<file path="src/logic/expr_ctrl_pkg.sv">
// ==========================================================
// control types
// ==========================================================

package expr_ctrl_pkg;

	// notation, sampled from mode on the first token
	typedef enum logic {
		PREFIX  = 1'b0,
		POSTFIX = 1'b1
	} notation_e;

	// evaluator fsm, one-hot
	typedef enum logic [4:0] {
		// clear buffer, one cycle
		IDLE      = 5'b00001,
		// fill buffer until frame end
		READ      = 5'b00010,
		// walk pointer to next operator
		SCAN      = 5'b00100,
		// latch alu output
		CALC      = 5'b01000,
		// store value and compact buffer
		WRITEBACK = 5'b10000
	} eval_state_e;

endpackage

</file>
<file path="src/logic/expr_token_pkg.sv">
// ==========================================================
// token level types
// ==========================================================
// shared by capture stage, evaluator, alu and testbench

package expr_token_pkg;

	// raw 3-bit token payload
	// operand value 0..7, or opcode when op_flag is set
	typedef logic [2:0] tok_val_t;

	// operator codes as carried on tok_in
	// codes 5..7 are not named and evaluate to zero
	typedef enum logic [2:0] {
		// a + b
		OP_ADD = 3'd0,
		// a - b
		OP_SUB = 3'd1,
		// a * b, low 32 bits
		OP_MUL = 3'd2,
		// |a + b|
		OP_ABS = 3'd3,
		// 2 * (a - b)
		OP_TWO = 3'd4
	} opcode_e;

	// signed arithmetic word
	// buffer slots, alu operands and the final result
	// all math wraps at 32 bits
	typedef logic signed [31:0] result_t;

endpackage
</file>
<file path="src/logic/expr_eval_top.sv">
`timescale 1ns/10ps

module expr_eval_top #(
	// buffer depth, odd and at least 3
	parameter int MAX_TOKENS = 19
) (
	input  logic                     clk_2,
	input  logic                     rst_n,
	input  logic                     in_valid,
	input  expr_token_pkg::tok_val_t tok_in,
	input  logic                     op_flag,
	input  logic                     mode,
	output logic                     out_valid,
	output expr_token_pkg::result_t  result
);

	// ==========================================================
	// capture to evaluator
	// ==========================================================
	logic                     tok_we;
	expr_token_pkg::tok_val_t tok_value;
	logic                     tok_is_op;
	expr_ctrl_pkg::notation_e frame_mode;
	logic                     frame_end;

	token_capture #(
		.MAX_TOKENS (MAX_TOKENS)
	) u_capture (
		.clk_2      (clk_2),
		.rst_n      (rst_n),
		.in_valid   (in_valid),
		.tok_in     (tok_in),
		.op_flag    (op_flag),
		.mode       (mode),
		.tok_we     (tok_we),
		.tok_value  (tok_value),
		.tok_is_op  (tok_is_op),
		.frame_mode (frame_mode),
		.frame_end  (frame_end)
	);

	stack_evaluator #(
		.MAX_TOKENS (MAX_TOKENS)
	) u_eval (
		.clk_2      (clk_2),
		.rst_n      (rst_n),
		.tok_we     (tok_we),
		.tok_value  (tok_value),
		.tok_is_op  (tok_is_op),
		.frame_mode (frame_mode),
		.frame_end  (frame_end),
		.out_valid  (out_valid),
		.result     (result)
	);

endmodule

</file>
<file path="src/logic/stack_evaluator.sv">
`timescale 1ns/10ps

module stack_evaluator #(
	parameter int MAX_TOKENS = 19
) (
	input  logic                       clk_2,
	input  logic                       rst_n,
	input  logic                       tok_we,
	input  expr_token_pkg::tok_val_t   tok_value,
	input  logic                       tok_is_op,
	input  expr_ctrl_pkg::notation_e   frame_mode,
	input  logic                       frame_end,
	output logic                       out_valid,
	output expr_token_pkg::result_t    result
);

	// MAX_TOKENS is odd, so this width also holds the full count
	localparam int IDX_W = $clog2(MAX_TOKENS);

	expr_ctrl_pkg::eval_state_e state, state_nxt;

	// token buffer and operator bitmap
	expr_token_pkg::result_t buf_q [0:MAX_TOKENS-1];
	logic [MAX_TOKENS-1:0]   op_map;
	// write pointer while reading, scan pointer afterwards
	logic [IDX_W-1:0]        ptr;
	// operators not yet applied
	logic [IDX_W-1:0]        op_cnt;

	// operand slots around the operator and writeback slot
	logic [IDX_W-1:0]        idx_a;
	logic [IDX_W-1:0]        idx_b;
	logic [IDX_W-1:0]        dst;
	logic [IDX_W-1:0]        ptr_restart;
	logic                    op_found;
	logic                    last_op;

	// alu operands and output
	expr_token_pkg::opcode_e op_q;
	expr_token_pkg::result_t a_q;
	expr_token_pkg::result_t b_q;
	expr_token_pkg::result_t alu_y;
	expr_token_pkg::result_t calc_q;

	assign op_found = (state == expr_ctrl_pkg::SCAN) && op_map[ptr];
	assign last_op  = (op_cnt == IDX_W'(1));

	// postfix: operands sit before the operator, result lands on a
	// prefix: operands follow it, result replaces the operator
	always_comb begin
		if (frame_mode == expr_ctrl_pkg::POSTFIX) begin
			idx_a       = ptr - IDX_W'(2);
			idx_b       = ptr - IDX_W'(1);
			dst         = ptr - IDX_W'(2);
			// nothing before the result can be an operator
			ptr_restart = (ptr == IDX_W'(2)) ? IDX_W'(2) : ptr - IDX_W'(1);
		end else begin
			idx_a       = ptr + IDX_W'(1);
			idx_b       = ptr + IDX_W'(2);
			dst         = ptr;
			ptr_restart = ptr - IDX_W'(1);
		end
	end

	// ==========================================================
	// fsm
	// ==========================================================
	always_ff @(posedge clk_2 or negedge rst_n) begin
		if (!rst_n) begin
			state <= expr_ctrl_pkg::IDLE;
		end else begin
			state <= state_nxt;
		end
	end

	always_comb begin
		case (state)
			expr_ctrl_pkg::IDLE: state_nxt = expr_ctrl_pkg::READ;
			expr_ctrl_pkg::READ: begin
				state_nxt = expr_ctrl_pkg::READ;
				// a frame without operators has nothing to evaluate
				if (frame_end) begin
					state_nxt = (op_cnt == '0) ? expr_ctrl_pkg::IDLE : expr_ctrl_pkg::SCAN;
				end
			end
			expr_ctrl_pkg::SCAN:
				state_nxt = op_found ? expr_ctrl_pkg::CALC : expr_ctrl_pkg::SCAN;
			expr_ctrl_pkg::CALC: state_nxt = expr_ctrl_pkg::WRITEBACK;
			expr_ctrl_pkg::WRITEBACK:
				state_nxt = last_op ? expr_ctrl_pkg::IDLE : expr_ctrl_pkg::SCAN;
			default: state_nxt = expr_ctrl_pkg::IDLE;
		endcase
	end

	// ==========================================================
	// pointer and operator count
	// ==========================================================
	always_ff @(posedge clk_2 or negedge rst_n) begin
		if (!rst_n) begin
			ptr    <= '0;
			op_cnt <= '0;
		end else if (tok_we) begin
			ptr <= ptr + IDX_W'(1);
			if (tok_is_op) begin
				op_cnt <= op_cnt + IDX_W'(1);
			end
		end else if (frame_end) begin
			// postfix scans up from slot 2, prefix down from the end
			ptr <= (frame_mode == expr_ctrl_pkg::POSTFIX) ? IDX_W'(2) : ptr - IDX_W'(1);
		end else if (state == expr_ctrl_pkg::SCAN && !op_found) begin
			ptr <= (frame_mode == expr_ctrl_pkg::POSTFIX) ? ptr + IDX_W'(1) : ptr - IDX_W'(1);
		end else if (state == expr_ctrl_pkg::WRITEBACK) begin
			ptr    <= ptr_restart;
			op_cnt <= op_cnt - IDX_W'(1);
		end else if (state == expr_ctrl_pkg::IDLE) begin
			ptr <= '0;
		end
	end

	// operator bitmap, compacted together with the buffer
	always_ff @(posedge clk_2 or negedge rst_n) begin
		if (!rst_n) begin
			op_map <= '0;
		end else if (tok_we) begin
			op_map[ptr] <= tok_is_op;
		end else if (state == expr_ctrl_pkg::WRITEBACK) begin
			op_map[MAX_TOKENS-1] <= 1'b0;
			op_map[MAX_TOKENS-2] <= 1'b0;
			for (int i = 0; i < MAX_TOKENS - 2; i++) begin
				if (IDX_W'(i) > dst) begin
					op_map[i] <= op_map[i+2];
				end
			end
			op_map[dst] <= 1'b0;
		end else if (state == expr_ctrl_pkg::IDLE) begin
			op_map <= '0;
		end
	end

	// ==========================================================
	// token buffer
	// ==========================================================
	always_ff @(posedge clk_2) begin
		if (tok_we) begin
			buf_q[ptr] <= expr_token_pkg::result_t'(tok_value);
		end else if (state == expr_ctrl_pkg::WRITEBACK) begin
			// tail slots empty after the gap closes
			buf_q[MAX_TOKENS-1] <= '0;
			buf_q[MAX_TOKENS-2] <= '0;
			for (int i = 0; i < MAX_TOKENS - 2; i++) begin
				if (IDX_W'(i) > dst) begin
					buf_q[i] <= buf_q[i+2];
				end
			end
			buf_q[dst] <= calc_q;
		end else if (state == expr_ctrl_pkg::IDLE) begin
			for (int i = 0; i < MAX_TOKENS; i++) begin
				buf_q[i] <= '0;
			end
		end
	end

	// operator and operands latched when the scan hits
	always_ff @(posedge clk_2) begin
		if (op_found) begin
			op_q <= expr_token_pkg::opcode_e'(buf_q[ptr][2:0]);
			a_q  <= buf_q[idx_a];
			b_q  <= buf_q[idx_b];
		end
		if (state == expr_ctrl_pkg::CALC) begin
			calc_q <= alu_y;
		end
	end

	expr_alu u_alu (
		.op (op_q),
		.a  (a_q),
		.b  (b_q),
		.y  (alu_y)
	);

	// ==========================================================
	// output
	// ==========================================================
	// one-cycle pulse after the last writeback, zero otherwise
	always_ff @(posedge clk_2 or negedge rst_n) begin
		if (!rst_n) begin
			out_valid <= 1'b0;
			result    <= '0;
		end else if (state == expr_ctrl_pkg::WRITEBACK && last_op) begin
			out_valid <= 1'b1;
			result    <= calc_q;
		end else begin
			out_valid <= 1'b0;
			result    <= '0;
		end
	end

endmodule

</file>
<file path="src/logic/token_capture.sv">
`timescale 1ns/10ps

module token_capture #(
	parameter int MAX_TOKENS = 19
) (
	input  logic                       clk_2,
	input  logic                       rst_n,
	input  logic                       in_valid,
	input  expr_token_pkg::tok_val_t   tok_in,
	input  logic                       op_flag,
	input  logic                       mode,
	output logic                       tok_we,
	output expr_token_pkg::tok_val_t   tok_value,
	output logic                       tok_is_op,
	output expr_ctrl_pkg::notation_e   frame_mode,
	output logic                       frame_end
);

	// enough bits to count up to MAX_TOKENS
	localparam int CNT_W = $clog2(MAX_TOKENS + 1);

	// delayed in_valid for edge detection
	logic             in_valid_r;
	// tokens taken so far in this frame
	logic [CNT_W-1:0] tok_cnt;
	// token is taken this cycle
	logic             accept;

	// tokens beyond the buffer depth are dropped
	// so a long frame cannot overrun the evaluator
	assign accept = in_valid && (tok_cnt < CNT_W'(MAX_TOKENS));

	// ==========================================================
	// edge tracking
	// ==========================================================
	always_ff @(posedge clk_2 or negedge rst_n) begin
		if (!rst_n) begin
			in_valid_r <= 1'b0;
			tok_cnt    <= '0;
		end else begin
			in_valid_r <= in_valid;
			// restart count between frames
			if (!in_valid) begin
				tok_cnt <= '0;
			end else if (accept) begin
				tok_cnt <= tok_cnt + CNT_W'(1);
			end
		end
	end

	// ==========================================================
	// filtered token stage
	// ==========================================================
	// zero outside valid cycles, no unknowns reach the buffer
	always_ff @(posedge clk_2 or negedge rst_n) begin
		if (!rst_n) begin
			tok_we    <= 1'b0;
			tok_value <= '0;
			tok_is_op <= 1'b0;
		end else begin
			tok_we <= accept;
			if (accept) begin
				tok_value <= tok_in;
				tok_is_op <= op_flag;
			end else begin
				tok_value <= '0;
				tok_is_op <= 1'b0;
			end
		end
	end

	// mode taken on rising edge of in_valid, held to next frame
	always_ff @(posedge clk_2 or negedge rst_n) begin
		if (!rst_n) begin
			frame_mode <= expr_ctrl_pkg::PREFIX;
		end else if (in_valid && !in_valid_r) begin
			frame_mode <= expr_ctrl_pkg::notation_e'(mode);
		end
	end

	// falling edge of in_valid
	// lands one cycle after the last tok_we
	always_ff @(posedge clk_2 or negedge rst_n) begin
		if (!rst_n) begin
			frame_end <= 1'b0;
		end else begin
			frame_end <= !in_valid && in_valid_r;
		end
	end

endmodule

</file>
<file path="src/logic/expr_alu.sv">
`timescale 1ns/10ps

module expr_alu (
	input  expr_token_pkg::opcode_e op,
	input  expr_token_pkg::result_t a,
	input  expr_token_pkg::result_t b,
	output expr_token_pkg::result_t y
);

	// shared by add / abs and sub / two
	expr_token_pkg::result_t sum;
	expr_token_pkg::result_t diff;

	assign sum  = a + b;
	assign diff = a - b;

	// a is the operand written first, b the second
	always_comb begin
		case (op)
			expr_token_pkg::OP_ADD: y = sum;
			expr_token_pkg::OP_SUB: y = diff;
			// signed product, upper half discarded
			expr_token_pkg::OP_MUL: y = a * b;
			// negate only when the sum went below zero
			expr_token_pkg::OP_ABS: y = (sum < 0) ? -sum : sum;
			// arithmetic shift keeps the sign
			expr_token_pkg::OP_TWO: y = diff <<< 1;
			// codes 5..7
			default:                y = '0;
		endcase
	end

endmodule

</file>
<file path="config.mk">
export PLATFORM = sky130hd
export DESIGN_NAME = expr_eval_top
export DESIGN_NICKNAME = d
export VERILOG_FILES = /design/src/logic/expr_ctrl_pkg.sv /design/src/logic/expr_token_pkg.sv /design/src/logic/expr_eval_top.sv /design/src/logic/stack_evaluator.sv /design/src/logic/token_capture.sv /design/src/logic/expr_alu.sv
export SDC_FILE = /design/constraint.sdc
export NUM_CORES = 2
export LEC_CHECK = 0
export BUFFER_PORTS_ARGS = -buffer_cell sky130_fd_sc_hd__buf_2
export CORE_MARGIN = 2
export CORE_UTILIZATION = 43
export CTS_CLUSTER_DIAMETER = 30
export DETAILED_ROUTE_END_ITERATION = 8
export GPL_TIMING_DRIVEN = 0
export PLACE_DENSITY_LB_ADDON = 0.12
export SETUP_SLACK_MARGIN = 0.15
export SYNTH_ARGS = -nofsm -noshare
export SYNTH_HDL_FRONTEND = slang
export SYNTH_HIERARCHICAL = 1
export SYNTH_SLANG_ARGS = --single-unit
</file>
<file path="constraint.sdc">
create_clock -name clk_2 -period 7.5 [get_ports clk_2]
set_input_delay 1.5 -clock clk_2 [delete_from_list [all_inputs] [get_ports clk_2]]
set_output_delay 1.5 -clock clk_2 [all_outputs]
set_load 0.01 [all_outputs]
</file>
==> results.txt <==
----------------------------------------------------
[Worst hold path]
  Instance count along the most critical hold path ... 1
  Hold Path Origin ... u_eval/op_cnt[4]
  WHS Endpoint ... u_eval/op_cnt[4]
  Type of the most critical hold path ... flip-flop to flip-flop

[Synthesis]
  Proportion of synthesized area in mux cells ... 0.182
  Total nets after synthesis ... between 7,000 and 8,000
  Library cell with the largest summed area after synthesis ... edfxtp_1
  Total of warnings raised by yosys ... 6
  Count of flip-flops with a built-in enable after synthesis ... around 1,100
  Post-synthesis compound-gate area fraction ... 0.0932
  Ys flop type ... edfxtp_1
  Post-synthesis adder-cell area fraction ... 0.130
  Part of the Yosys area used for sequential elements ... 0.413
  Average cell area after synthesis ... around 12 um^2
  Synth top area cells ... edfxtp_1 37%, mux4_2 14%, fa_1 9.7%
  Combinational family with the most area after synthesis ... multiplexers
  #FFs+latches synth ... 1,203
  Share of the synthesized netlist area taken by xor and xnor gates ... 0.0176
  Commonest cells post-synth ... 1,059 x edfxtp_1, 629 x inv_1, 605 x nand2_1
  Cell with the most instances after synthesis ... edfxtp_1
  Fraction of the mapped netlist area in simple logic gates ... 0.110
  Yosys cell types ... between 100 and 150
  Post-synthesis async set-or-reset flop share ... 0.0665
  Number of instances in the synthesized netlist ... roughly 7,200
  Post-synth top area share ... 0.374
  Cell area after synthesis ... roughly 85,000 um^2

[Placement]
  Dpl cells ... roughly 10,000
  Port-buffer cells ... 40
  Global placement routability congestion ... 1.01
  HPWL reported at the end of detailed placement ... ~290,000 um
  Worst slack at placement ... -1.97 ns

[Floorplan]
  X dimension of the die ... around 450 um
  Floorplan core area ... 197,000 um^2
  Site Rows ... 163
  Overall die height ... ~450 um
  Overall die area ... between 200,000 and 250,000 um^2
  Starting density of the core ... 0.432
  Number of ports placed on the die boundary ... slightly above 40

[Drt]
  Detailed-router iteration count before antenna repair ... 7
  Detailed-route vias per instance ... 6.29
  Wire length after detailed routing ... roughly 370,000 um
  Final ANT Viol Nets ... 0
  Wire length per cell ... roughly 34 um
  Number of violations reported at the end of detailed-routing iteration 0 ... between 7,000 and 8,000
  Count of vias placed by the detailed router ... 67,100
  DR DRC count ... 0

[Power and ir drop]
  Fraction of power consumed by combinational cells ... 0.490
  Switching fraction of total power ... 0.429
  Sequential share of power ... 0.212
  Clock network fraction of design power ... 0.298
  Power dissipated by switching net loads ... about 19 mW
  Pwr Density ... between 400 and 500 nW/um^2
  Internal Dissipation ... between 20 and 30 mW
  Leakage Power ... ~40 nW
  Worst IR Drop VDD ... 383 uV

[Setup path]
  Endpoint of the worst register-to-register path ... u_eval/calc_q[31]
  Startpoint types ... flip-flop
  R2r setup slk ... -0.34 ns
  Most used cell, CP ... fa_1
  Signal arrival time at the worst endpoint ... about 8.4 ns
  Top fanout value on the critical path ... 5
  Origin of the critical flop-to-flop path ... u_eval/a_q[11]
  Worst Reg-to-Reg Cells ... 28
  Worst setup path class ... flip-flop to flip-flop
  Required @ worst endpoint ... 8.08 ns
  CP endpoint kind ... flip-flop
  Biggest cell delay along the critical path ... ~0.53 ns
  Crit path max-delay cell type ... fa_1

[Finish]
  Fraction of layout cells with a size suffix above 1 ... 0.222
  Count of non-filler cells in the finished layout ... between 10,000 and 15,000
  Number of fillers in the final layout ... between 15,000 and 20,000
  Area Growth Syn to Fin ... 20.7%
  Nets ... about 8,400

[STA]
  Final hold vios ... 0
  Final setup margin ... -0.338 ns
  Worst hold slack ... 0.474 ns
  Worst-case clock skew ... roughly 0.12 ns
  Shortest clock period the worst path allows after layout ... just under 8 ns
  Pin slew with the least headroom to its limit ... ~1.5 ns
  Final Setup Violations ... 5
  Unrepaired setup endpoints after global routing ... yes
  Final clock period utilization by the worst path ... 1.05
  Highest attainable clock frequency ... about 130 MHz
  Slew Limit Fails ... 0
  Worst max-slew margin expressed relative to the limit ... 0.0215

[CTS]
  TritonCTS Buffers ... around 330
  Later-pin clock latency in the skew report ... 0.96 ns
  H-tree level count ... 5
  CTS tree ... built
  Clock transition at path regs ... ~0.04 ns
  Root buffer cell ... clkbuf_16
  Clock net sink count ... between 1,000 and 1,500
  Maximum clock insertion buffer count ... 4

[GRT]
  Initial antenna violation count ... 24
  Via count of the first global-routing pass ... between 60,000 and 70,000
  GRT Total Usage ... 0.359
  Final global-route overflow total ... 0
  First-pass GRT wire length ... about 500,000 um
  Largest net degree at the start of global routing ... 48

[Status]
  Violated checks ... setup timing
  Outcome ... complete, but fails checks

[Run]
  Max capacitance violation total ... 0

----------------------------------------------------
## layout by cell type, fill, tap and decap left out, types with 54 or more instances in the layout
cell type	instances
dfrtp_1	79
mux4_2	541
ha_1	197
inv_1	600
buf_4	124
fa_1	392
nand3_1	332
a211oi_1	95
clkbuf_1	331
nor2_1	259
nor2b_1	84
dfxtp_1	64
mux2i_1	205
a21oi_1	245
buf_1	81
xnor2_1	114
and2_1	361
mux2_2	107
nand2_1	600
clkinv_2	54
o21ai_0	575
clkbuf_16	341
buf_2	112
edfxtp_1	1059
## worst max path at each step
stage,start,endpoint,slack [ns],cells past startpoint
detailed placement,u_eval/b_q[7],u_eval/calc_q[31],-1.97,27
global placement,u_eval/b_q[7],u_eval/calc_q[31],-2.03,27
CTS,u_eval/a_q[11],u_eval/calc_q[31],-0.33,28
global route,u_eval/a_q[11],u_eval/calc_q[31],-0.43,26
finish,u_eval/a_q[11],u_eval/calc_q[31],-0.34,28
floorplan,u_eval/b_q[3],u_eval/calc_q[31],0.19,26
## state kept, by name, summed over array words and instances, names as in the netlist, 5 cells and up
name               flops
u_eval/op_map         19
u_eval/calc_q         32
u_eval/op_cnt          5
u_eval/ptr             5
u_capture/tok_cnt      5
u_eval/buf_q        1024
u_eval/state           5
u_eval/b_q            32
u_eval/result         32
u_eval/a_q            32
## final cells by class
type,count,area [um^2],share of cell area
clock inverter,188,1890,0.0185
sequential,1203,35100,0.342
tap,2640,3300,0.0322
timing repair buffer,203,2020,0.0197
antenna,7,17.5,0.000171
clock buffer,386,8710,0.0848
multi-input combinational,4841,46400,0.453
buffer,553,2780,0.0271
inverter,632,2380,0.0232
## power by group through the flow
stage | registers [mW] | logic (mW) | clock network [mW]
floorplan | 9.27 | 11.3 | 0
global placement | 9.73 | 19.5 | 0
detailed placement | 9.64 | 19.9 | 0
CTS | 9.53 | 20.8 | 13.5
global route | 9.62 | 22.4 | 13.9
finish | 9.58 | 22.1 | 13.4
## per-stage QoR
step | instance area, um^2 | setup TNS (ns) | power [mW] | utilization
floorplan | 85000 | 0 | 20.6 | -
global placement | 88600 | -231.04 | 29.2 | 0.449
detailed placement | 89700 | -25.22 | 29.5 | 0.455
CTS | 102000 | -0.693 | 43.9 | 0.518
global route | 103000 | -1.40 | 45.9 | 0.521
finish | 103000 | -0.630 | 45.1 | 0.521
## critical path, delay by kind of cell, from the launching register on
kind / cells / cell delay [ns]
AO/OA/AOI/OAI: 9 / 1.57
AND/OR/NAND/NOR: 1 / 0.13
XOR/XNOR: 1 / 0.36
adder cells (fa/ha/maj): 9 / 4.32
flip-flops: 1 / 0.51
buffers and inverters: 8 / 0.65
## what timing repair did
| item | in CTS | in global routing |
|---|---|---|
| pin swaps | 89 | 61 |
| endpoints found under the setup margin | 66 | 33 |
| resized for setup | 262 | 138 |
| buffers inserted | 94 | 21 |
| gates cloned | 0 | 0 |
| hold buffers | 0 | 0 |
## layer usage
| metal | share of wire | up-vias | global-route usage | wire length [um] |
|---|---|---|---|---|
| li1 | - | 27500 | - | - |
| met1 | 0.35 | 34600 | 0.420 | 129000 |
| met2 | 0.47 | 3845 | 0.574 | 171000 |
| met3 | 0.086 | 1094 | 0.0806 | 31500 |
| met4 | 0.092 | 10 | 0.278 | 33700 |
| met5 | 0.00017 | - | 0 | 61 |
## cell families after synthesis
kind of cell    count (synthesis)
simple gates                 1879
buf+inv                      1188
xor+xnor                      171
mux                           856
compound gates               1298
fa+ha+maj                     637
flops                        1203
Power figures use the tool's default switching activity.
